**src/rtl/icache_cfg.svh**
```systemverilog
`ifndef ICACHE_CFG_SVH
`define ICACHE_CFG_SVH

// address width, also the width of one memory word
`define ICACHE_ADDR_W 32

// 128 lines of 64 bytes, 8 KB total
`define ICACHE_LINES 128
`define ICACHE_LINE_BYTES 64

// words per refill burst
// line bytes over word bytes
`define ICACHE_BURST_LEN 16

// top nibble of the uncached device window
`define ICACHE_IO_PREFIX 4'hA

// addi x0, x0, 0
`define ICACHE_NOP 32'h00000013

`endif

```
**src/rtl/icache_pkg.sv**
```systemverilog
`include "icache_cfg.svh"

package icache_pkg;

  // field widths derived from the geometry
  localparam int ADDR_W = `ICACHE_ADDR_W;
  localparam int IDX_W = $clog2(`ICACHE_LINES);
  localparam int OFF_W = $clog2(`ICACHE_LINE_BYTES);
  localparam int TAG_W = ADDR_W - IDX_W - OFF_W;
  localparam int BEAT_W = $clog2(`ICACHE_BURST_LEN);
  localparam int LINE_W = `ICACHE_LINE_BYTES * 8;

  // address split is {tag, index, offset}
  typedef logic [ADDR_W-1:0] addr_t;
  typedef logic [TAG_W-1:0] tag_t;
  typedef logic [IDX_W-1:0] index_t;
  typedef logic [OFF_W-1:0] offset_t;

  // word number inside a line
  typedef logic [BEAT_W-1:0] beat_t;

  // one whole line, word 0 in the low bits
  typedef logic [LINE_W-1:0] line_t;

  // fetch controller states
  typedef enum logic [2:0] {
    RST,
    IDLE,
    LOOKUP,
    MISS,
    UNCACHE_READ
  } icache_state_e;

endpackage

```
**src/rtl/icache_refill_if.sv**
```systemverilog
`timescale 1ns/1ns

interface icache_refill_if;
  import icache_pkg::*;

  // one strobe per accepted memory beat
  logic word_we;
  // line under refill and word slot within it
  index_t index;
  beat_t beat;
  logic [31:0] wdata;
  // tag update on the final beat only
  logic tag_we;
  tag_t tag;

  // controller side drives everything
  modport ctrl (
    output word_we, index, beat, wdata, tag_we, tag
  );

  // tag and data arrays only listen
  modport array (
    input word_we, index, beat, wdata, tag_we, tag
  );

endinterface

```
**src/rtl/icache_tag_array.sv**
```systemverilog
`timescale 1ns/1ns
`include "icache_cfg.svh"

module icache_tag_array (
  input  logic               clk,
  input  logic               rst,
  input  icache_pkg::index_t lookup_index_i,
  input  icache_pkg::tag_t   lookup_tag_i,
  output logic               hit_o,
  icache_refill_if.array     refill
);
  import icache_pkg::*;

  // one valid bit per line, cleared by reset
  logic [`ICACHE_LINES-1:0] valid_q;
  // stored tags, meaningless until valid
  tag_t tags_q [`ICACHE_LINES];

  always_ff @(posedge clk) begin
    if (rst) begin
      valid_q <= '0;
    end else if (refill.tag_we) begin
      valid_q[refill.index] <= 1'b1;
    end
  end

  always_ff @(posedge clk) begin
    if (refill.tag_we) begin
      tags_q[refill.index] <= refill.tag;
    end
  end

  // combinational compare against the latched request
  assign hit_o = valid_q[lookup_index_i] && (tags_q[lookup_index_i] == lookup_tag_i);

endmodule

```
**src/flat_wrapper.sv**
```systemverilog
// flat-port wrapper written by rule: the top's interface ports become plain ports
module icache_tag_array_flat import icache_pkg::*;
  (clk, rst, lookup_index_i, lookup_tag_i, hit_o, refill_word_we, refill_index, refill_beat, refill_wdata, refill_tag_we, refill_tag);
  icache_refill_if refill_i ();
  input  logic clk;
  input  logic rst;
  input  icache_pkg::index_t lookup_index_i;
  input  icache_pkg::tag_t lookup_tag_i;
  output logic hit_o;
  input wire logic [$bits(refill_i.word_we)-1:0] refill_word_we;
  input wire logic [$bits(refill_i.index)-1:0] refill_index;
  input wire logic [$bits(refill_i.beat)-1:0] refill_beat;
  input wire logic [$bits(refill_i.wdata)-1:0] refill_wdata;
  input wire logic [$bits(refill_i.tag_we)-1:0] refill_tag_we;
  input wire logic [$bits(refill_i.tag)-1:0] refill_tag;
  assign refill_i.word_we = refill_word_we;
  assign refill_i.index = refill_index;
  assign refill_i.beat = refill_beat;
  assign refill_i.wdata = refill_wdata;
  assign refill_i.tag_we = refill_tag_we;
  assign refill_i.tag = refill_tag;
  icache_tag_array u_core (.clk(clk), .rst(rst), .lookup_index_i(lookup_index_i), .lookup_tag_i(lookup_tag_i), .hit_o(hit_o), .refill(refill_i));
endmodule
```
**config.mk**
```make
export PLATFORM = sky130hd
export DESIGN_NAME = icache_tag_array_flat
export DESIGN_NICKNAME = d
export VERILOG_FILES = /design/src/rtl/icache_pkg.sv /design/src/rtl/icache_refill_if.sv /design/src/rtl/icache_tag_array.sv /design/src/flat_wrapper.sv
export VERILOG_INCLUDE_DIRS = /design/src /design/src/rtl
export SDC_FILE = /design/constraint.sdc
export NUM_CORES = 2
export LEC_CHECK = 0
export ABC_AREA = 1
export BUFFER_PORTS_ARGS = -buffer_cell sky130_fd_sc_hd__buf_2
export CORE_MARGIN = 5
export CORE_UTILIZATION = 45
export DETAILED_ROUTE_END_ITERATION = 8
export PLACE_DENSITY = 0.72
export SKIP_LAST_GASP = 1
export SLEW_MARGIN = 20
export SYNTH_ARGS = -nofsm -noshare
export SYNTH_HDL_FRONTEND = slang
export SYNTH_SLANG_ARGS = --single-unit
```
**constraint.sdc**
```tcl
create_clock -name clk -period 2.47 [get_ports clk]
set_input_delay 0.494 -clock clk [delete_from_list [all_inputs] [get_ports clk]]
set_output_delay 0.494 -clock clk [all_outputs]
set_load 0.005 [all_outputs]
```
==> impl_metrics.toml <==
[outcome]
status = "complete, but fails checks"
violations = "setup timing"

[cts]
clk_pin_slew_worst_paths_ns = 0.06
cts.sinks = 2560
cts_buffers = 277
cts_buffer_depth = 4
cts-root-buf = "clkbuf_16"
cts_tree = "yes"
clk_latency_ns = 0.94
cts-htree-levels = 5

[yosys]
synth_top_family_by_area = "simple AND/OR/NAND/NOR gates"
synth_nets = 8906
syn_inst = 8814
yosysSeqAreaShare_pct = 73.5
synth.avg_cell_area_um2 = 11.7
synth-xor-area-share_pct = 0
synth-simple-area-share_pct = 23.5
yosysUniqueCellTypes = 18
synthesis.area_mm2 = 0.103
ys_top_cells_by_count = "2642 x nand2_1, 2487 x nand3_1, 2432 x edfxtp_1"
synth_edf_count = 2432
ys.flop_type = "edfxtp_1"
yosys.area.top_type_share_pct = 71.0
async_flop_share_pct = 0
synth_seq_cells = 2560
synth.area.mux_share_pct = 0
synth_area_leaders = "edfxtp_1 71%, nand3_1 12%, nand2_1 9.6%, dfxtp_1 2.5%, buf_2 2.0%"
synth_top_area_cell = "edfxtp_1"
yosysMostFrequentCell = "nand2_1"
synth_compound_area_share_pct = 0.127
ys_warn_count = 0
synthAdderAreaFrac_pct = 0

[power]
p_sw_mw = 21.2
pwr-share-seq_pct = 50.7
swShare_pct = 22.6
power_frac_comb_pct = 7.6
internal-power_mw = 72.8
ir_worst_vdd_uv = 827
clkPwrFrac_pct = 41.7
p_leak_nw = 44.4
p_per_area_mw_per_mm2 = 754

[sta]
fmax_ghz = 0.276
fin_worst_hold_slack_ns = 0.0617
slew_viol_final = 0
rsz0062_at_grt = "yes"
finalSetupTns_ns = -1.15
slew_headroom_pct = 39.2
hold_viol_final = 0
setup_viol = 1
fin_skew_ns = 0
tightestPinTransition_ns = 0.912
setup_slack_ns = -1.15
period_minus_slack_ns = 3.62
period_share_pct = 146

[finish]
layout-drive-gt1-share_pct = 16.5
nets = 9355
n_antenna_cell = 0
syn_to_final_growth_pct = 21.3
fill_cells = 17700

[die]
dieArea_mm2 = 0.238
io_pins = 93
die_x_um = 488
die_y_um = 488
rows = 175
start_util_pct = 45.2
core_mm2 = 0.227

[route]
drtAntennaViolNets = 0
highest_layer = "met5"
avgViaCountPerCell = 5.92
met2_length_mm = 142
drtIter0Drc = 11300
wl_met1_mm = 113
wl_met3_mm = 38.0
wirelength_mm = 308
wl_per_cell_um = 24.7
drc = 0
first_pass_iters = 8
vias = 73800

[hold_path]
hold_depth = 1
min_path_type = "in2reg"

[worst_setup_path]
crit_fanout = 14
path_class = "in2out"
reg2reg_depth = 2
start_kind = "primary input"
critical_path_arrival_ns = 3.12
cp.required_ns = 1.98
cp-end-kind = "output port"

[place]
place_hpwl_mm = 182
portBuffers = 55
place_congestion = 0.942

[global_routing]
grt_overflow_total = 0
grt_use_total_pct = 25.0
grt_max_degree = 129
grt_pass1_vias = 70400
antenna_found_initial = 9
grt_pass1_wl_mm = 449

[job]
max-cap-violations = 0
worst paths after layout:
kind / from / endpoint / slack [ns]
max: lookup_index_i[1] / hit_o / -1.15
min: refill_tag[8] / u_core.tags_q[80][8] / 0.06
max reg2reg: u_core.valid_q[33] / u_core.valid_q[33] / 1.83
min reg2reg: u_core.valid_q[4] / u_core.valid_q[4] / 0.47
sequential cells by signal, indices dropped and copies added, names as in the netlist:
signal,flops
u_core.valid_q,128
u_core.tags_q,2432
critical path, stage by stage:
cell     delay (ns)
buf_8          0.13
buf_16         0.16
buf_12         0.14
buf_12         0.15
buf_12         0.16
buf_4          0.15
nand3_1        0.10
nand3_1        0.07
nand3_1        0.10
nand3_2        0.16
nand3_1        0.20
nand3_1        0.13
nand2_1        0.11
nand2_1        0.06
nand2_1        0.07
nand2_1        0.06
nor2_1         0.11
nand2_2        0.10
nor2_4         0.24
buf_2          0.17
placed cells by master, fill, tap and decap left out, types with 30 or more instances in the layout:
master / n
buf_12: 276
buf_2: 30
buf_4: 377
clkbuf_1: 71
clkbuf_16: 293
clkinv_1: 34
clkinv_2: 37
dfxtp_1: 128
edfxtp_1: 2432
inv_1: 54
nand2_1: 2636
nand3_1: 2183
nand3_2: 232
nand3_4: 72
nor2_1: 304
nor2_2: 130
repair_timing:
item / 4_1_cts / 5_1_grt
pin swaps: 66 / 38
hold buffers: 7 / 0
endpoints found under the hold margin: 89 / 0
setup buffers: 18 / 10
endpoints found under the setup margin: 1 / 1
gates resized for setup: 340 / 107
cloned: 11 / 9
area by class of cell:
class / instances / area (um^2) / share of cell area (%)
sequential: 2560 / 75600 / 60.6
clock buffer: 368 / 7550 / 6.06
timing repair inverter: 1 / 16.3 / 0.0130
timing repair buffer: 752 / 9960 / 7.98
inverter: 63 / 283 / 0.227
tap: 3009 / 3760 / 3.02
multi-input combinational: 5608 / 26700 / 21.4
clock inverter: 101 / 886 / 0.710
power by group through the flow:
stage / combinational (mW) / clock (mW) / sequential (mW)
floorplan: 2.98 / 0 / 48.6
global placement: 6.17 / 0 / 48.6
detailed placement: 6.29 / 0 / 48.6
CTS: 6.83 / 39.5 / 47.7
global route: 7.56 / 41.4 / 47.7
finish: 7.17 / 39.2 / 47.7
cells by family (layout without fill, tap and decap cells):
logic type,after synthesis,in the layout
AOI/OAI and AO/OA,24,24
DFF,2560,2560
buffers and inverters,646,1285
and+or+nand+nor,5584,5584
metrics by stage:
step / util [%] / instances / worst slack, ns / power (mW) / instance area (um^2)
6_report: 54.9 / 12500 / -1.15 / 94.0 / 125000
5_1_grt: 54.9 / 12500 / -1.18 / 96.6 / 125000
4_1_cts: 54.5 / 12400 / -1.08 / 94.0 / 124000
3_5_place_dp: 49.7 / 11900 / -1.86 / 54.9 / 113000
3_3_place_gp: 49.7 / 11900 / -1.94 / 54.8 / 113000
2_1_floorplan: - / 8814 / 0.000661 / 51.6 / 103000
routing by layer:
layer | up-vias | global-route usage (%)
li1 | 32100 | -
met5 | - | 0
met3 | 817 | 5.64
met4 | 4 | 11.9
met2 | 5096 | 39.2
met1 | 35800 | 33.3
Power figures use the tool's default switching activity.
