File: src/rtl/icache_cfg.svh
`ifndef ICACHE_CFG_SVH
`define ICACHE_CFG_SVH

// address width, also the width of one memory word
`define ICACHE_ADDR_W 32

// 128 lines of 64 bytes, 8 KB total
`define ICACHE_LINES 128
`define ICACHE_LINE_BYTES 64

// words per refill burst
// line bytes over word bytes
`define ICACHE_BURST_LEN 16

// top nibble of the uncached device window
`define ICACHE_IO_PREFIX 4'hA

// addi x0, x0, 0
`define ICACHE_NOP 32'h00000013

`endif

File: src/rtl/icache_pkg.sv
`include "icache_cfg.svh"

package icache_pkg;

  // field widths derived from the geometry
  localparam int ADDR_W = `ICACHE_ADDR_W;
  localparam int IDX_W = $clog2(`ICACHE_LINES);
  localparam int OFF_W = $clog2(`ICACHE_LINE_BYTES);
  localparam int TAG_W = ADDR_W - IDX_W - OFF_W;
  localparam int BEAT_W = $clog2(`ICACHE_BURST_LEN);
  localparam int LINE_W = `ICACHE_LINE_BYTES * 8;

  // address split is {tag, index, offset}
  typedef logic [ADDR_W-1:0] addr_t;
  typedef logic [TAG_W-1:0] tag_t;
  typedef logic [IDX_W-1:0] index_t;
  typedef logic [OFF_W-1:0] offset_t;

  // word number inside a line
  typedef logic [BEAT_W-1:0] beat_t;

  // one whole line, word 0 in the low bits
  typedef logic [LINE_W-1:0] line_t;

  // fetch controller states
  typedef enum logic [2:0] {
    RST,
    IDLE,
    LOOKUP,
    MISS,
    UNCACHE_READ
  } icache_state_e;

endpackage

File: src/rtl/icache_inst_align.sv
`timescale 1ns/1ns
`include "icache_cfg.svh"

module icache_inst_align (
  input  icache_pkg::line_t   line_i,
  input  icache_pkg::offset_t offset_i,
  input  logic                uncached_i,
  input  logic [31:0]         io_word_i,
  output logic [31:0]         inst_o
);
  import icache_pkg::*;

  // halfword number inside the line
  logic [OFF_W-2:0] hw_idx;
  logic [OFF_W-2:0] hw_next;
  logic [15:0] half_lo;
  logic [15:0] half_hi;
  logic last_half;
  logic is_32;
  logic [31:0] cached_inst;
  logic [31:0] sel_inst;

  // byte bit 0 ignored, fetch is halfword aligned
  assign hw_idx = offset_i[OFF_W-1:1];
  assign hw_next = hw_idx + 1'b1;
  assign last_half = &hw_idx;

  // first halfword of the instruction
  assign half_lo = line_i[{hw_idx, 4'b0000} +: 16];

  // second halfword, cut at the end of the line
  // no next-line fetch, so offset 62 gives zero here
  assign half_hi = last_half ? 16'h0000 : line_i[{hw_next, 4'b0000} +: 16];

  // RVC rule: low bits 11 means full width
  assign is_32 = (half_lo[1:0] == 2'b11);

  assign cached_inst = is_32 ? {half_hi, half_lo} : {16'h0000, half_lo};

  // device word bypasses extraction
  assign sel_inst = uncached_i ? io_word_i : cached_inst;

  // all-zero word turns into a nop
  assign inst_o = (sel_inst == 32'h0) ? `ICACHE_NOP : sel_inst;

endmodule

File: config.mk
export PLATFORM = sky130hd
export DESIGN_NAME = icache_inst_align
export DESIGN_NICKNAME = d
export VERILOG_FILES = /design/src/rtl/icache_pkg.sv /design/src/rtl/icache_inst_align.sv
export VERILOG_INCLUDE_DIRS = /design/src /design/src/rtl
export SDC_FILE = /design/constraint.sdc
export NUM_CORES = 1
export LEC_CHECK = 0
export ABC_AREA = 1
export BUFFER_PORTS_ARGS = -buffer_cell sky130_fd_sc_hd__buf_2
export CORE_AREA = 10 10 219 221
export DETAILED_ROUTE_END_ITERATION = 6
export DIE_AREA = 0 0 229 231
export PLACE_DENSITY = 0.5
export SYNTH_ARGS = -nofsm -noshare
export SYNTH_HDL_FRONTEND = slang
export SYNTH_SLANG_ARGS = --single-unit
File: constraint.sdc
create_clock -name vclk -period 4.1
set_input_delay 0.82 -clock vclk [all_inputs]
set_output_delay 0.82 -clock vclk [all_outputs]
set_load 0.02 [all_outputs]
==> results of run 1 <==
==> kinds of logic after synthesis <==
logic type | share of synthesized area (%)
and+or+nand+nor | 73.39
AOI/OAI and AO/OA | 14.22
buffers and inverters | 11.93
xor gates and xnor gates | 0.2326
adders and majority gates | 0.2325
==> critical path, stage by stage <==
cell	delay [ns]
buf_12	0.12
ha_4	0.35
buf_12	0.18
clkinv_16	0.09
buf_16	0.16
buf_4	0.16
nand3_1	0.07
nand2_1	0.08
a21oi_1	0.33
a21oi_2	0.11
nor2_1	0.11
nand2_1	0.08
nand2_1	0.10
nor2_1	0.05
nand2_1	0.06
nor2_2	0.05
nand3_2	0.12
nand2_2	0.07
buf_6	0.13
==> routing by layer <==
| metal | wire length [um] | global-route usage, % | vias up |
|---|---|---|---|
| met5 | 113 | 0 | - |
| met4 | 2032 | 5.814 | 18 |
| met3 | 7151 | 5.065 | 112 |
| met2 | 40110 | 50.10 | 1020 |
| met1 | 32330 | 33.32 | 8738 |
| li1 | - | - | 9310 |
==> metrics by stage <==
stage	total power, W	utilization, %	hold WS, ns	instance area (um^2)
2_1_floorplan	0.001097	-	1.817	10760
5_1_grt	0.002646	38.22	2.023	16720
3_3_place_gp	0.002185	35.72	1.985	15620
4_1_cts	0.002220	35.94	1.988	15720
6_report	0.002442	38.26	1.995	16740
3_5_place_dp	0.002188	35.72	1.988	15620
==> power by group <==
group	total [W]	internal, W	switching (W)
combinational	0.00244	0.00101	0.00143
sequential	0	0	0
clock	0.000000000589	0.000000000589	0
==> worst max path at each step <==
| stage | startpoint | to | slack (ns) |
|---|---|---|---|
| floorplan | offset_i[4] | inst_o[0] | 0.01 |
| global placement | offset_i[1] | inst_o[4] | -0.08 |
| detailed placement | offset_i[1] | inst_o[1] | -0.10 |
| CTS | offset_i[2] | inst_o[1] | 0.0008 |
| global route | offset_i[1] | inst_o[4] | -0.04 |
| finish | offset_i[1] | inst_o[1] | 0.02 |
==> timing repair <==
action                                 in CTS  in global routing
gates resized for setup                    10                146
setup endpoints to repair                   3                  3
endpoints found under the hold margin       0                  0
pin swaps                                   3                 55
gates cloned                                2                 14
setup buffers                               1                 27
==> area by class of cell <==
cell class / count / area (um^2)
timing repair buffer: 833 / 5798
timing repair inverter: 4 / 45.04
inverter: 55 / 260.3
multi-input combinational: 2192 / 9847
tap: 592 / 740.7
antenna: 18 / 45.04
fill: 5292 / 27000
==> cell usage in the layout, fill, tap and decap left out, types with 30 or more instances in the layout <==
cell type     n
nand3_1     528
nand2_1    1176
o21ai_0      74
nor2_1      121
nand2_2      42
inv_1        47
buf_4       170
a21oi_1      96
o211ai_1     30
buf_2       578
buf_12       48
==> key figures, run 1 <==
Cells and area
  – Reg area: 0 um^2
  – Area Growth Syn to Fin: 55.52%
  – Layout cell share with drive strength beyond 1: between 30 and 40%
  – Clkbuf count: 0
  – Total Nets Final: ~3600
  – Post-Layout Cell Count: 3694
  – Seq cells: 0

Timing
  – Final setup viols: 0
  – RSZ-0062 raised after global routing: yes
  – Fmax: roughly 0.24 GHz
  – Worst slew margin: 58.58%
  – Final Max Slew Viols: 0
  – Min cycle time layout: approximately 4 ns
  – Setup ws final: 0.01785 ns
  – Crit share post-route: approximately 100%
  – Post-route setup TNS: 0 ns
  – Slew at the pin closest to its max-slew limit: between 0.6 and 0.7 ns
  – Final hold violation count: 0

Worst hold path
  – Worst Hold Launch: io_word_i[23]
  – Hold endpoint: inst_o[23]
  – Worst hold path type: in -> out
  – Worst Hold Path Cells: 4

Floorplan
  – Core Region: 43740 um^2
  – # IOs: 583
  – Die boundary height: ~230 um
  – Die Width: around 230 um
  – Initial core utilization: 24.60%
  – Die area: ~53000 um^2
  – # rows: between 70 and 80

Status
  – Status: finished clean

Drt
  – Routed length per instance: about 22 um
  – Vias: ~19000
  – Routed WL: roughly 82000 um
  – Post-route ant nets: 0
  – Vias per cell: between 5 and 6
  – Drt drc: 0
  – DR pass1 iterations: 6
  – Initial DRC count: 2105

Global route
  – Initial antenna violation count: 30
  – GR Util All Layers: 27.66%
  – Largest net degree at the start of global routing: 63
  – Grt total ovfl: 0
  – First-pass GRT wire length: 113300 um
  – Vias in the first global route: 17473

Synthesis
  – Sequential share of the synthesized area: 0%
  – Biggest area consumer among synthesized cells: nand2_1
  – Synthesized area: roughly 11000 um^2
  – Synth area leaders: nand2_1 (43%), nand3_1 (25%), buf_2 (5.3%)
  – Top cell type's share of synthesized area: a little over two fifths
  – Yosys warnings: 0
  – Top-count cell post-synth: nand2_1
  – Synth unique cells: 24
  – Synth top cells by count: nand2_1 (1219), nand3_1 (546), nor2_1 (140), buf_2 (115), a21oi_1 (102)
  – Syn avg cell area: around 4.4 um^2
  – Mapped Cells: approximately 2500
  – Post-synth net total: approximately 3000

Worst setup path
  – Worst EP required: about 3.3 ns
  – Arrival time at the worst endpoint: around 3.3 ns
  – Crit Path Max Fanout: 6
  – Crit. End Element: output port
  – Worst Path Class, Setup: in -> out
  – Worst setup SP type: primary input

Power
  – Pwr per Cell Area: around 150 nW/um^2
  – Lkg Pwr: ~9 nW
  – Max IR drop VDD: between 0.00004 and 0.00005 V

Place
  – Setup Slack @ Placement: -0.1047 ns
  – Placed insts: 3637
  – DPL Wire Length: roughly 65000 um
  – IO Port Bufs: approximately 580
  – Gpl congestion: about 0.94

CTS
  – Hold buffers post-CTS: 0

Flow run
  – MaxCap Viol Count: 0
(Power assumes the default switching activity.)
==> inputs of run 2 (changes only) <==
--- a/config.mk
+++ b/config.mk
@@ -11,7 +11,7 @@
 export CORE_AREA = 10 10 219 221
 export DETAILED_ROUTE_END_ITERATION = 6
 export DIE_AREA = 0 0 229 231
-export PLACE_DENSITY = 0.5
+export PLACE_DENSITY = 0.48
 export SYNTH_ARGS = -nofsm -noshare
 export SYNTH_HDL_FRONTEND = slang
 export SYNTH_SLANG_ARGS = --single-unit
==> constraint.sdc (replaced) <==
create_clock -name vclk -period 3.95
set_input_delay 0.79 -clock vclk [all_inputs]
set_output_delay 0.79 -clock vclk [all_outputs]
set_load 0.02 [all_outputs]
==> key figures, run 2 (synthesis results as in run 1) <==
Status
  – Status: finished with violations (was finished clean)
  – Violated checks: design-rule violations, negative setup slack

Global route
  – Vias in the first global route: 17285 (was 17473)
  – Grt met2 use: 48.28% (was 50.10%)
  – First-pass GRT wire length: 112500 um (was 113300 um)
  – GR Util All Layers: 27.54% (was 27.66%)
  – GRT busiest layer: met2 (unchanged)
  – Initial antenna violation count: 32 (was 30)
  – Grt total ovfl: 0 (unchanged)
  – Largest net degree at the start of global routing: 71 (was 63)
  – Grt met1 use: 34.35% (was 33.32%)
  – Met3 usage: 5.224% (was 5.065%)

Worst setup path
  – Worst path slowest cell: ha_4 (unchanged)
  – Arrival time at the worst endpoint: 3.18 ns (was 3.26 ns)
  – Bufs and invs on worst path: 7 (was 6)
  – Crit Path Max Fanout: 7 (was 6)
  – Slowest stage delay, CP: 0.33 ns (was 0.35 ns)
  – Worst setup SP type: primary input (unchanged)
  – Worst EP required: 3.16 ns (was 3.28 ns)
  – Crit. End Element: output port (unchanged)
  – Worst Path Class, Setup: in -> out (unchanged)
  – Cell breakdown of the critical path: buf_12, ha_4, buf_12, clkinv_16, buf_16, buf_4, nand3_1, nand3_1, a21oi_1, buf_4, nor2_1, nor2_1, nand2_1, nand2_1, nor2_1, nand2_1, nor2_2, nand3_4, nand2_2, buf_6 (was buf_12, ha_4, buf_12, clkinv_16, buf_16, buf_4, nand3_1, nand2_1, a21oi_1, a21oi_2, nor2_1, nand2_1, nand2_1, nor2_1, nand2_1, nor2_2, nand3_2, nand2_2, buf_6)
  – Largest delay contributor family on the critical path: buffers and inverters (unchanged)

Drt
  – Routed length per instance: 22.07 um (was 22.13 um)
  – Post-route ant nets: 0 (unchanged)
  – Initial DRC count: 2165 (was 2105)
  – DR pass1 iterations: 7 (was 6)
  – Routed WL: 81130 um (was 81740 um)
  – Drt drc: 1 (was 0)
  – Vias: 18988 (was 19198)
  – Vias per cell: 5.165 (was 5.197)

Power
  – Clock power share: 0% (about the same)
  – Lkg Pwr: 8.895 nW (was 9.065 nW)
  – Max IR drop VDD: 0.00005550 V (was 0.00004660 V)
  – Pwr per Cell Area: 152.8 nW/um^2 (was 145.9 nW/um^2)
  – Internal: 0.001027 W (was 0.001009 W)
  – Reg power frac: 0% (about the same)
  – Combinational share of power: 100.0% (about the same)
  – P_sw: 0.001480 W (was 0.001432 W)
  – Sw Ratio: 59.03% (was 58.66%)

Worst hold path
  – Worst Hold Launch: io_word_i[18] (was io_word_i[23])
  – Hold endpoint: inst_o[18] (was inst_o[23])
  – Worst Hold Path Cells: 4 (unchanged)
  – Worst hold path type: in -> out (unchanged)

Floorplan
  – Die Width: 229 um (unchanged)
  – Core Region: 43740 um^2 (unchanged)
  – Die area: 52900 um^2 (unchanged)
  – # IOs: 583 (unchanged)
  – Die boundary height: 231 um (unchanged)
  – # rows: 77 (unchanged)
  – Initial core utilization: 24.60% (unchanged)

Timing
  – Post-route setup TNS: -0.05955 ns (was 0 ns)
  – Slew at the pin closest to its max-slew limit: 0.5325 ns (was 0.6206 ns)
  – Final setup viols: 3 (was 0)
  – Min cycle time layout: slightly below 4 ns
  – Final hold violation count: 0 (unchanged)
  – Final Max Slew Viols: 0 (unchanged)
  – RSZ-0062 raised after global routing: yes (unchanged)
  – Setup ws final: -0.02095 ns (was 0.01785 ns)
  – Worst slew margin: 64.34% (was 58.58%)
  – Crit share post-route: 100.5%
  – Fmax: approximately 0.25 GHz

Cells and area
  – Multi-input logic area: 9782 um^2 (was 9847 um^2)
  – Reg area: 0 um^2 (unchanged)
  – Most frequent cells in the layout: nand2_1 (1184), buf_2 (577), nand3_1 (536), buf_4 (159), nor2_1 (120) (was nand2_1 (1176), buf_2 (578), nand3_1 (528), buf_4 (170), nor2_1 (121))
  – Design Area, Final: 16420 um^2 (was 16740 um^2)
  – Most common cell after layout, fill and taps aside: nand2_1 (unchanged)
  – Clkbuf count: 0 (unchanged)
  – Area Growth Syn to Fin: 52.55% (was 55.52%)
  – Total Nets Final: 3615 (was 3639)
  – Seq cells: 0 (unchanged)
  – Layout cell share with drive strength beyond 1: 29.51% (was 30.51%)
  – # fillers: 5269 (was 5292)

Flow run
  – MaxCap Viol Count: 0 (unchanged)

Place
  – Setup Slack @ Placement: -0.2477 ns (was -0.1047 ns)
  – IO Port Bufs: 582 (unchanged)
  – DPL Wire Length: 64150 um (was 65390 um)
  – Placed Area: 15360 um^2 (was 15620 um^2)
  – Gpl congestion: 0.9550 (was 0.9387)
[run 2: cell types whose count changed in the layout (fill, tap and decap cells not counted), moves of 3 or more]
cell | before | now
buf_12 | 48 | 35
buf_4 | 170 | 159
nand3_2 | 18 | 9
nand2_1 | 1176 | 1184
nand3_1 | 528 | 536
buf_16 | 5 | 11
diode_2 | 18 | 24
nand2_2 | 42 | 36
clkbuf_16 | 11 | 8
inv_6 | 3 | 0
nor2_2 | 14 | 17
[run 2: timing repair]
| action | CTS | global route |
|---|---|---|
| pin swaps | 11 | 31 |
| hold endpoints to repair | 0 | 0 |
| buffers inserted | 7 | 7 |
| setup endpoints to repair | 3 | 3 |
| hold buffers | 0 | 0 |
| gates cloned | 3 | 12 |
| gates resized for setup | 41 | 95 |
[run 2: how the worst max path moves through the flow]
stage / from / slack (ns) / endpoint / cells past startpoint
2_1_floorplan: offset_i[4] / 0.02 / inst_o[0] / 18
3_3_place_gp: offset_i[3] / -0.22 / inst_o[1] / 20
3_5_place_dp: offset_i[3] / -0.25 / inst_o[0] / 20
4_1_cts: offset_i[1] / -0.02 / inst_o[0] / 20
5_1_grt: offset_i[1] / -0.15 / inst_o[0] / 19
6_report: offset_i[1] / -0.02 / inst_o[0] / 20
[run 2: layout make-up]
type	count	share of cell area, %
Timing Repair inverter	3	0.2363
Timing Repair Buffer	810	33.68
Multi-Input combinational cell	2192	59.58
Tap cell	592	4.512
Inverter	55	1.623
Antenna cell	24	0.3658
[run 2: stage by stage]
| stage | hold slack (ns) | util (%) | cells | total power (W) |
|---|---|---|---|---|
| final | 1.943 | 37.53 | 3676 | 0.002508 |
| after detailed placement | 1.951 | 35.13 | 3623 | 0.002244 |
| after global routing | 1.967 | 37.49 | 3668 | 0.002723 |
| after CTS | 1.951 | 35.86 | 3633 | 0.002333 |
| after floorplan | 1.757 | - | 2458 | 0.001141 |
| after global placement | 1.947 | 35.13 | 3623 | 0.002245 |
[run 2: power by group through the flow]
| stage | combinational (W) | clock, W | sequential [W] |
|---|---|---|---|
| 2_1_floorplan | 0.00114 | 0 | 0 |
| 3_3_place_gp | 0.00225 | 0 | 0 |
| 3_5_place_dp | 0.00224 | 0 | 0 |
| 4_1_cts | 0.00233 | 0 | 0 |
| 5_1_grt | 0.00272 | 0.000000000542 | 0 |
| 6_report | 0.00251 | 0.000000000814 | 0 |
[run 2: layer usage]
layer / vias to the layer above / wire, um
met3: 103 / 7261
met2: 1010 / 38760
met5: - / 88
li1: 9263 / -
met4: 16 / 1912
met1: 8596 / 33110
