===== src/rtl/icache_cfg.svh =====
`ifndef ICACHE_CFG_SVH
`define ICACHE_CFG_SVH

// address width, also the width of one memory word
`define ICACHE_ADDR_W 32

// 128 lines of 64 bytes, 8 KB total
`define ICACHE_LINES 128
`define ICACHE_LINE_BYTES 64

// words per refill burst
// line bytes over word bytes
`define ICACHE_BURST_LEN 16

// top nibble of the uncached device window
`define ICACHE_IO_PREFIX 4'hA

// addi x0, x0, 0
`define ICACHE_NOP 32'h00000013

`endif


===== src/rtl/icache_pkg.sv =====
`include "icache_cfg.svh"

package icache_pkg;

  // field widths derived from the geometry
  localparam int ADDR_W = `ICACHE_ADDR_W;
  localparam int IDX_W = $clog2(`ICACHE_LINES);
  localparam int OFF_W = $clog2(`ICACHE_LINE_BYTES);
  localparam int TAG_W = ADDR_W - IDX_W - OFF_W;
  localparam int BEAT_W = $clog2(`ICACHE_BURST_LEN);
  localparam int LINE_W = `ICACHE_LINE_BYTES * 8;

  // address split is {tag, index, offset}
  typedef logic [ADDR_W-1:0] addr_t;
  typedef logic [TAG_W-1:0] tag_t;
  typedef logic [IDX_W-1:0] index_t;
  typedef logic [OFF_W-1:0] offset_t;

  // word number inside a line
  typedef logic [BEAT_W-1:0] beat_t;

  // one whole line, word 0 in the low bits
  typedef logic [LINE_W-1:0] line_t;

  // fetch controller states
  typedef enum logic [2:0] {
    RST,
    IDLE,
    LOOKUP,
    MISS,
    UNCACHE_READ
  } icache_state_e;

endpackage


===== src/rtl/icache_refill_if.sv =====
`timescale 1ns/1ns

interface icache_refill_if;
  import icache_pkg::*;

  // one strobe per accepted memory beat
  logic word_we;
  // line under refill and word slot within it
  index_t index;
  beat_t beat;
  logic [31:0] wdata;
  // tag update on the final beat only
  logic tag_we;
  tag_t tag;

  // controller side drives everything
  modport ctrl (
    output word_we, index, beat, wdata, tag_we, tag
  );

  // tag and data arrays only listen
  modport array (
    input word_we, index, beat, wdata, tag_we, tag
  );

endinterface


===== src/rtl/icache_ctrl.sv =====
`timescale 1ns/1ns
`include "icache_cfg.svh"

module icache_ctrl (
  input  logic               clk,
  input  logic               rst,
  input  logic               fetch_valid_i,
  input  icache_pkg::addr_t  fetch_addr_i,
  output logic               fetch_ready_o,
  output logic               fetch_done_o,
  input  logic               hit_i,
  output logic               mem_req_o,
  output icache_pkg::addr_t  mem_addr_o,
  output logic [7:0]         mem_len_o,
  input  logic               mem_rvalid_i,
  input  logic [31:0]        mem_rdata_i,
  output icache_pkg::addr_t  req_addr_o,
  output logic               uncached_o,
  output logic [31:0]        io_word_o,
  icache_refill_if.ctrl      refill
);
  import icache_pkg::*;

  icache_state_e state_q;
  addr_t req_addr_q;
  beat_t beat_q;
  logic done_q;
  logic io_hit;
  logic beat_ok;
  logic last_beat;
  logic accept;

  // one request at a time
  // ready only in IDLE and not while done is out
  assign fetch_ready_o = (state_q == IDLE) && !done_q;
  assign accept = fetch_valid_i && fetch_ready_o;
  assign fetch_done_o = done_q;

  // device window decided by the top nibble of the latched address
  assign io_hit = (req_addr_q[ADDR_W-1 -: 4] == `ICACHE_IO_PREFIX);
  assign uncached_o = io_hit;
  assign req_addr_o = req_addr_q;

  // a beat is any cycle with request and rvalid together
  assign beat_ok = mem_req_o && mem_rvalid_i;
  assign last_beat = beat_ok && (beat_q == beat_t'(`ICACHE_BURST_LEN - 1));

  // refill write port, only live in MISS
  assign refill.word_we = beat_ok && (state_q == MISS);
  assign refill.index = req_addr_q[OFF_W +: IDX_W];
  assign refill.beat = beat_q;
  assign refill.wdata = mem_rdata_i;
  // tag lands with the last word so the next LOOKUP hits
  assign refill.tag_we = last_beat && (state_q == MISS);
  assign refill.tag = req_addr_q[ADDR_W-1 -: TAG_W];

  // control state
  always_ff @(posedge clk) begin
    if (rst) begin
      state_q <= RST;
      done_q <= 1'b0;
      mem_req_o <= 1'b0;
      beat_q <= '0;
    end else begin
      // done is a single-cycle strobe
      done_q <= 1'b0;
      case (state_q)
        RST: begin
          state_q <= IDLE;
        end
        IDLE: begin
          if (accept) begin
            state_q <= LOOKUP;
          end
        end
        LOOKUP: begin
          // device window bypasses the tags entirely
          if (io_hit) begin
            state_q <= UNCACHE_READ;
            mem_req_o <= 1'b1;
          end else if (hit_i) begin
            state_q <= IDLE;
            done_q <= 1'b1;
          end else begin
            state_q <= MISS;
            mem_req_o <= 1'b1;
            beat_q <= '0;
          end
        end
        MISS: begin
          if (beat_ok) begin
            beat_q <= beat_q + 1'b1;
            if (last_beat) begin
              // line complete, retry the lookup
              mem_req_o <= 1'b0;
              state_q <= LOOKUP;
            end
          end
        end
        UNCACHE_READ: begin
          if (beat_ok) begin
            mem_req_o <= 1'b0;
            done_q <= 1'b1;
            state_q <= IDLE;
          end
        end
        default: begin
          state_q <= IDLE;
        end
      endcase
    end
  end

  // address latch and memory command, payload only
  always_ff @(posedge clk) begin
    if (accept) begin
      req_addr_q <= fetch_addr_i;
    end
    if (state_q == LOOKUP) begin
      if (io_hit) begin
        // single word, word aligned
        mem_addr_o <= {req_addr_q[ADDR_W-1:2], 2'b00};
        mem_len_o <= 8'd0;
      end else begin
        // whole line from its base
        mem_addr_o <= {req_addr_q[ADDR_W-1:OFF_W], {OFF_W{1'b0}}};
        mem_len_o <= 8'(`ICACHE_BURST_LEN - 1);
      end
    end
    // keep the device word for the done cycle
    if ((state_q == UNCACHE_READ) && beat_ok) begin
      io_word_o <= mem_rdata_i;
    end
  end

endmodule


===== src/flat_wrapper.sv =====
// flat-port wrapper written by rule: the top's interface ports become plain ports
module icache_ctrl_flat import icache_pkg::*;
  (clk, rst, fetch_valid_i, fetch_addr_i, fetch_ready_o, fetch_done_o, hit_i, mem_req_o, mem_addr_o, mem_len_o, mem_rvalid_i, mem_rdata_i, req_addr_o, uncached_o, io_word_o, refill_word_we, refill_index, refill_beat, refill_wdata, refill_tag_we, refill_tag);
  icache_refill_if refill_i ();
  input  logic clk;
  input  logic rst;
  input  logic fetch_valid_i;
  input  icache_pkg::addr_t fetch_addr_i;
  output logic fetch_ready_o;
  output logic fetch_done_o;
  input  logic hit_i;
  output logic mem_req_o;
  output icache_pkg::addr_t mem_addr_o;
  output logic [7:0] mem_len_o;
  input  logic mem_rvalid_i;
  input  logic [31:0] mem_rdata_i;
  output icache_pkg::addr_t req_addr_o;
  output logic uncached_o;
  output logic [31:0] io_word_o;
  output wire logic [$bits(refill_i.word_we)-1:0] refill_word_we;
  output wire logic [$bits(refill_i.index)-1:0] refill_index;
  output wire logic [$bits(refill_i.beat)-1:0] refill_beat;
  output wire logic [$bits(refill_i.wdata)-1:0] refill_wdata;
  output wire logic [$bits(refill_i.tag_we)-1:0] refill_tag_we;
  output wire logic [$bits(refill_i.tag)-1:0] refill_tag;
  assign refill_word_we = refill_i.word_we;
  assign refill_index = refill_i.index;
  assign refill_beat = refill_i.beat;
  assign refill_wdata = refill_i.wdata;
  assign refill_tag_we = refill_i.tag_we;
  assign refill_tag = refill_i.tag;
  icache_ctrl u_core (.clk(clk), .rst(rst), .fetch_valid_i(fetch_valid_i), .fetch_addr_i(fetch_addr_i), .fetch_ready_o(fetch_ready_o), .fetch_done_o(fetch_done_o), .hit_i(hit_i), .mem_req_o(mem_req_o), .mem_addr_o(mem_addr_o), .mem_len_o(mem_len_o), .mem_rvalid_i(mem_rvalid_i), .mem_rdata_i(mem_rdata_i), .req_addr_o(req_addr_o), .uncached_o(uncached_o), .io_word_o(io_word_o), .refill(refill_i));
endmodule

===== config.mk =====
export PLATFORM = sky130hd
export DESIGN_NAME = icache_ctrl_flat
export DESIGN_NICKNAME = d
export VERILOG_FILES = /design/src/rtl/icache_pkg.sv /design/src/rtl/icache_refill_if.sv /design/src/rtl/icache_ctrl.sv /design/src/flat_wrapper.sv
export VERILOG_INCLUDE_DIRS = /design/src /design/src/rtl
export SDC_FILE = /design/constraint.sdc
export NUM_CORES = 1
export LEC_CHECK = 0
export BUFFER_PORTS_ARGS = -buffer_cell sky130_fd_sc_hd__clkbuf_2
export CORE_AREA = 10 10 106 108
export CTS_BUF_LIST = sky130_fd_sc_hd__clkbuf_8
export CTS_CLUSTER_DIAMETER = 200
export CTS_CLUSTER_SIZE = 28
export DETAILED_ROUTE_END_ITERATION = 16
export DIE_AREA = 0 0 116 118
export MAX_ROUTING_LAYER = met4
export PLACE_DENSITY = 0.8
export RECOVER_POWER = 50
export SLEW_MARGIN = 20
export SYNTH_ARGS = -nofsm -noshare
export SYNTH_HDL_FRONTEND = slang
export SYNTH_SLANG_ARGS = --single-unit

===== constraint.sdc =====
create_clock -name clk -period 2.9 [get_ports clk]
set_clock_uncertainty 0.15 [all_clocks]
set_input_delay 0.145 -clock clk [delete_from_list [all_inputs] [get_ports clk]]
set_output_delay 0.145 -clock clk [all_outputs]
set_load 0.01 [all_outputs]

==> results of run 1 <==
==> state kept, by name, summed over array words and instances (netlist names) <==
name and count:
u_core.state_q 3, u_core.fetch_done_o 1, u_core.mem_req_o 1, u_core.mem_addr_o 30, u_core.io_word_o 32, u_core.req_addr_o 32, u_core.mem_len_o 1, u_core.refill.beat 4
==> worst max-delay path, stage by stage (launching register included) <==
cell and delay, ns:
dfxtp_1 0.49, nand2b_1 0.14, nor3_1 0.19, and2_1 0.15, buf_4 0.37
==> power by group through the flow <==
stage / clock network, mW / logic (mW) / registers, mW
6_report: 0.943 / 0.294 / 1.71
3_5_place_dp: 0 / 0.233 / 1.74
2_1_floorplan: 0 / 0.126 / 1.76
3_3_place_gp: 0 / 0.230 / 1.74
5_1_grt: 1.03 / 0.318 / 1.71
4_1_cts: 0.969 / 0.306 / 1.71
==> area by class of cell <==
type	count	area (um^2)
Fill cell	764	3610
Timing Repair Buffer	305	1730
Sequential cell	104	3030
Clock buffer	9	124
Multi-Input combinational cell	61	377
Inverter	3	11.3
Clock inverter	7	85.1
Tap cell	111	139
==> per-layer routing <==
metal	global-route usage, %	share of wire [%]	vias to the layer above
li1	-	-	1265
met1	17.3	37	1282
met2	30.6	56	132
met3	4.33	6.3	13
met4	5.32	1.3	0
met5	-	0	-
==> through the flow <==
step	hold slack [ns]	worst slack, ns
floorplan	0.0641	0.417
global placement	0.172	1.13
detailed placement	0.174	1.06
CTS	0.317	1.03
global route	0.331	0.916
finish	0.337	1.04
==> kinds of logic (layout without fill, tap and decap cells) <==
logic type / Yosys count / count (layout) / share of synthesized area [%]
AOI/OAI and AO/OA: 15 / 15 / 2.49
adders and majority gates: 1 / 1 / 0.319
xor gates and xnor gates: 3 / 3 / 0.671
DFF: 104 / 104 / 77.4
buffers and inverters: 72 / 324 / 13.6
and+or+nand+nor: 36 / 36 / 5.37
other: 1 / 6 / 0.0958
==> what timing repair did <==
item / CTS / global route
resized for setup: 0 / 0
endpoints found under the hold margin: 69 / 0
hold buffers: 68 / 0
==> placed cells by master, fill, tap and decap left out, types with 2 or more instances in the layout <==
cell,instances
xnor2_1,3
nand2_1,3
a21oi_1,4
and3_1,3
clkbuf_2,116
clkbuf_1,118
o21ai_0,2
nand3_1,2
nor2_1,8
edfxtp_1,95
o22ai_1,2
nor2_2,3
inv_8,3
nor3_1,2
buf_4,3
dfxtp_1,9
dlygate4sd3_1,68
a32oi_1,2
inv_6,2
conb_1,6
inv_1,2
clkbuf_8,9
and2_1,6
nand2b_1,3
==> final timing paths <==
kind / cells past startpoint / to / slack [ns]
worst max-delay path: 4 / u_core.req_addr_o[10] / 1.04
worst min-delay path: 0 / u_core.mem_addr_o[18] / 0.34
worst max register to register: 4 / u_core.req_addr_o[10] / 1.04
worst min register to register: 0 / u_core.mem_addr_o[18] / 0.34
==> results by group, run 1 <==
Status
  – Outcome: completed

Global routing
  – Initial antenna violation count: 0
  – Largest net degree at the start of global routing: 34
  – First-pass GRT wire length: 17000 um
  – GR Overflow Total: 0
  – Vias in the first global route: around 3000
  – Total Routing Usage GR: ~17%

Timing
  – Final setup vio count: 0
  – FMAX: 539 MHz
  – Setup TNS: 0 ns
  – Fin crit period: 1.86 ns
  – Period utilization: between 60% and 70%
  – Max-slew violations: 0
  – Unrepaired setup endpoints after global routing: no
  – Fin. Hold Viols: 0

Detailed routing
  – Via Count: 2692
  – ANT nets after route: 0
  – Via density: 4.49
  – Post-DR wirelength/cell: about 19 um
  – Drt pass-1 iters: 4
  – Initial drt markers: 139
  – DRC: 0
  – Total wire length: 11500 um

CTS
  – Skew-Pair Late Insertion Delay: approximately 0.36 ns
  – Setup bufs post-CTS: 0
  – H-tree depth: 3
  – CTS sink cnt: roughly 100
  – Num CTS Buffers: 9
  – Clk slew on worst S/H paths: ~0.10 ns
  – Root Driver: clkbuf_8
  – Max clock buf depth: 2
  – CTS tree: built

Place
  – Dpl cell area: 4750 um^2
  – Placed Instances: 516
  – IO Port Bufs: 234
  – GP Congestion: 0.905
  – Dpl hpwl: 8320 um

Synth
  – Synth Instances: between 200 and 250
  – Largest cells by area after synthesis: edfxtp_1 (73%), buf_4 (13%), dfxtp_1 (4.6%)
  – Distinct cells, synth: 31
  – Synth cell count leaders: edfxtp_1 (95), buf_4 (68), dfxtp_1 (9), nor2_1 (9), and2_1 (6)
  – Post-synth top area cell: edfxtp_1
  – Number of synthesized flops with an enable pin: 95
  – Ys Warns: 0
  – Register area share after synthesis: between 70% and 80%
  – Yosys top cell area share: 72.8%
  – Number of synthesized register bits: approximately 100
  – Netlist Area Pre-Place: 3920 um^2
  – Mapped Avg Cell Area: 16.9 um^2
  – Cell with the most instances after synthesis: edfxtp_1
  – Predominant post-synthesis flop cell: edfxtp_1
  – Async S/R FF share, synth: 0%

Critical path
  – Worst setup EP type: register
  – Critical Path Start: u_core.state_q[0]
  – CP startpoint kind: register
  – CP arrival: 1.73 ns
  – Critical path class: reg -> reg
  – FF-to-FF Start: u_core.state_q[0]
  – CP Max Fanout: 32
  – Worst Path Required: 2.77 ns

Floorplanning
  – # rows: 35
  – Die height: 118 um
  – Core footprint: 9110 um^2
  – I/O pins: 241
  – Die area: 13700 um^2
  – Initial Util: 43.0%
  – Chip width: 116 um

Finish
  – Final core utilization: about three fifths
  – Design Area, Final: 5500 um^2
  – Final Non-Filler Cells: 600
  – Final Net Count: between 500 and 600
  – Layout area overhead: 40.3%
  – Layout cells sized above 1: between 20% and 30%
  – ANT cells: 0

Pwr
  – Comb pwr share: 10.0%
  – Pwr Density: 536 nW/um^2
  – Int Pwr: 2.24 mW
  – Flop pwr share: 58.0%
  – Worst vdd ir: about 310 uV
  – Psw: 0.702 mW
  – Pleak: 2.12 nW
  – Clock power share: 32.0%
  – Switch share: 23.8%
  – Total power: ~2.9 mW

Hold path
  – Hold Path Origin: u_core.req_addr_o[18]
  – Hold WC Path Type: reg -> reg

Flow run
  – Max-capacitance violation count: 0
No activity file was read; power rests on OpenSTA's default activity.
==> run 2: changes to the inputs <==
--- a/config.mk
+++ b/config.mk
@@ -7,14 +7,14 @@
 export NUM_CORES = 1
 export LEC_CHECK = 0
 export BUFFER_PORTS_ARGS = -buffer_cell sky130_fd_sc_hd__clkbuf_2
-export CORE_AREA = 10 10 106 108
+export CORE_AREA = 10 10 110 112
 export CTS_BUF_LIST = sky130_fd_sc_hd__clkbuf_8
 export CTS_CLUSTER_DIAMETER = 200
 export CTS_CLUSTER_SIZE = 28
 export DETAILED_ROUTE_END_ITERATION = 16
-export DIE_AREA = 0 0 116 118
+export DIE_AREA = 0 0 120 122
 export MAX_ROUTING_LAYER = met4
-export PLACE_DENSITY = 0.8
+export PLACE_DENSITY = 0.78
 export RECOVER_POWER = 50
 export SLEW_MARGIN = 20
 export SYNTH_ARGS = -nofsm -noshare
==> constraint.sdc (replaced) <==
create_clock -name clk -period 1.5 [get_ports clk]
set_clock_uncertainty 0.15 [all_clocks]
set_input_delay 0.075 -clock clk [delete_from_list [all_inputs] [get_ports clk]]
set_output_delay 0.075 -clock clk [all_outputs]
set_load 0.01 [all_outputs]
==> run 2 against run 1 <==
The run now ends with negative setup slack left. Global-route usage rose by 0.22 points. Worst setup slack got worse by 1.2 ns. Wire length rose by 13%. Via count rose by 9.5%. Final area rose by 12%. Final cell count rose by 12%. Highest routed layer unchanged.
==> results by group, run 2 (synthesis gave the netlist of run 1 again) <==
Detailed routing
  – Post-DR wirelength/cell: 19.4 um (+1.0%)
  – DRC: 0 (unchanged)
  – Initial drt markers: 61 (-56%)
  – Via density: 4.40 (-1.9%)
  – Via Count: 2948 (+9.5%)
  – Drt pass-1 iters: 4 (unchanged)
  – ANT nets after route: 0 (unchanged)
  – Total wire length: 13000 um (+13%)

Pwr
  – Switch share: 23.4% (-0.42 points)
  – Pwr Density: 935 nW/um^2 (+75%)
  – Clock power share: 30.3% (-1.7 points)
  – Total power: 5.74 mW (+95%)
  – Pleak: 2.51 nW (+19%)
  – Flop pwr share: 57.4% (-0.6 points)
  – Psw: 1.35 mW (+92%)
  – Worst vdd ir: 729 uV (+140%)
  – Comb pwr share: 12.4% (+2.4 points)
  – Int Pwr: 4.40 mW (+96%)

Timing
  – Fin. Hold Viols: 0 (unchanged)
  – FMAX: 620 MHz (+15%)
  – Worst Slack Setup Final: -0.114 ns (-1.16 ns)
  – Fin crit period: 1.61 ns (-0.243 ns)
  – Setup TNS: -5.17 ns (-5.17 ns)
  – Final setup vio count: 65 (+65)
  – Max-slew violations: 0 (unchanged)
  – Period utilization: 108% (+44 points)
  – Unrepaired setup endpoints after global routing: yes

Status
  – Outcome: finished with violations
  – Failing checks: negative setup slack

Finish
  – Layout cells sized above 1: 44.2% (+15 points)
  – Design Area, Final: 6140 um^2 (+12%)
  – Register area: 3040 um^2 (+0.21%)
  – Layout area overhead: 56.8%
  – Final Net Count: 600 (+8.3%)
  – Commonest non-fill, non-tap cell in the layout: clkbuf_2
  – FILL cells: 840 (+9.9%)
  – ANT cells: 0 (unchanged)
  – Final Non-Filler Cells: 670 (+12%)
  – Commonest non-fill, non-tap cells in the layout: clkbuf_2 (149), edfxtp_1 (95), clkbuf_1 (83), dlygate4sd3_1 (68), buf_4 (30)
  – Multi-input gate area: 432 um^2 (+15%)

Place
  – IO Port Bufs: 234 (unchanged)
  – GP Congestion: 0.833 (-8.0%)
  – Placed Instances: 561 (+8.7%)
  – Dpl hpwl: 8770 um (+5.4%)
  – Dpl cell area: 4980 um^2 (+4.8%)
  – DP Worst Slack: -0.118 ns (-1.17 ns)

CTS
  – Root Driver: clkbuf_8
  – CTS sink cnt: 104 (unchanged)
  – Skew-Pair Late Insertion Delay: 0.36 ns (about the same)
  – Clk slew on worst S/H paths: 0.10 ns (about the same)
  – Num CTS Buffers: 9 (unchanged)
  – Max clock buf depth: 2 (unchanged)
  – CTS tree: built
  – H-tree depth: 3 (unchanged)

Critical path
  – Critical-path cell list: buf_4 > nor3_2 > and2_4 > buf_12 > clkbuf_16
  – CP arrival: 1.56 ns (-0.17 ns)
  – CP bufs+invs: 3 (+2)
  – Worst Path Required: 1.44 ns (-1.33 ns)
  – Worst setup EP type: register
  – Critical path class: reg -> reg
  – CP startpoint kind: register
  – CP Max Fanout: 5 (-84%)
  – Critical Path Slowest Stage Cell: dfxtp_2
  – CP delay by family, top: simple AND/OR/NAND/NOR gates
  – Delay of the slowest critical-path stage: 0.35 ns (-0.14 ns)

Flow run
  – Max-capacitance violation count: 0 (unchanged)

Global routing
  – Vias in the first global route: 3354 (+13%)
  – Initial antenna violation count: 0 (unchanged)
  – GR Overflow Total: 0 (unchanged)
  – First-pass GRT wire length: 18700 um (+10%)
  – Largest net degree at the start of global routing: 25 (-26%)
  – Total Routing Usage GR: 17.2% (+0.22 points)

Floorplanning
  – I/O pins: 241 (unchanged)
  – Die area: 14600 um^2 (+7.0%)
  – Core footprint: 10000 um^2 (+10%)
  – Die height: 122 um (+3.4%)
  – Chip width: 120 um (+3.4%)
  – Initial Util: 39.0% (-4.0 points)
  – # rows: 37 (+5.7%)

Hold path
  – Hold WC Path Type: in -> reg
-- run 2: metrics by stage --
step	utilization, %	hold slack (ns)
after detailed placement	49.6	0.104
after global routing	61.1	0.154
after CTS	60.6	0.104
after floorplan	-	-0.00593
final	61.1	0.139
after global placement	49.6	0.102
-- run 2: repair_timing --
action,in CTS,in global routing
cloned,2,3
setup endpoints to repair,68,76
hold buffers,68,0
gates resized for setup,15,14
pin swaps,6,11
endpoints found under the hold margin,74,0
setup buffers,14,8
-- run 2: worst reg2reg max path: stages (launching register included) --
cell and delay [ns]:
dfxtp_2 0.35, buf_4 0.14, nor3_2 0.20, and2_4 0.25
buf_12 0.13, clkbuf_16 0.13
-- run 2: worst paths after layout --
| kind | cells past startpoint | slack [ns] | from | end |
|---|---|---|---|---|
| worst max-delay path | 5 | -0.11 | u_core.state_q[1] | u_core.req_addr_o[9] |
| worst min-delay path | 4 | 0.14 | mem_rvalid_i | u_core.state_q[0] |
| worst max register to register | 5 | -0.11 | u_core.state_q[1] | u_core.req_addr_o[9] |
| worst min register to register | 0 | 0.33 | u_core.req_addr_o[9] | u_core.mem_addr_o[9] |
-- run 2: power by group through the flow --
stage	registers (mW)	logic (mW)	clock network [mW]
after global routing	3.31	0.758	1.90
after floorplan	3.39	0.248	0
after CTS	3.30	0.708	1.78
after detailed placement	3.36	0.516	0
after global placement	3.36	0.508	0
final	3.30	0.711	1.74
-- run 2: cell type report --
type / count / share of cell area (%)
clock buffers: 9 / 2.02
clock inverters: 6 / 1.12
inverters: 3 / 0.183
multi-input cells: 61 / 7.03
flip-flops and latches: 104 / 49.5
well taps: 136 / 2.77
repair buffers: 351 / 37.4
-- run 2: routing by layer --
layer	part of all wire (%)	GRT usage (%)	vias up
met5	0	-	-
met4	2.4	7.01	0
met3	6.3	4.81	28
met2	55	31.0	140
met1	36	17.2	1421
li1	-	-	1359
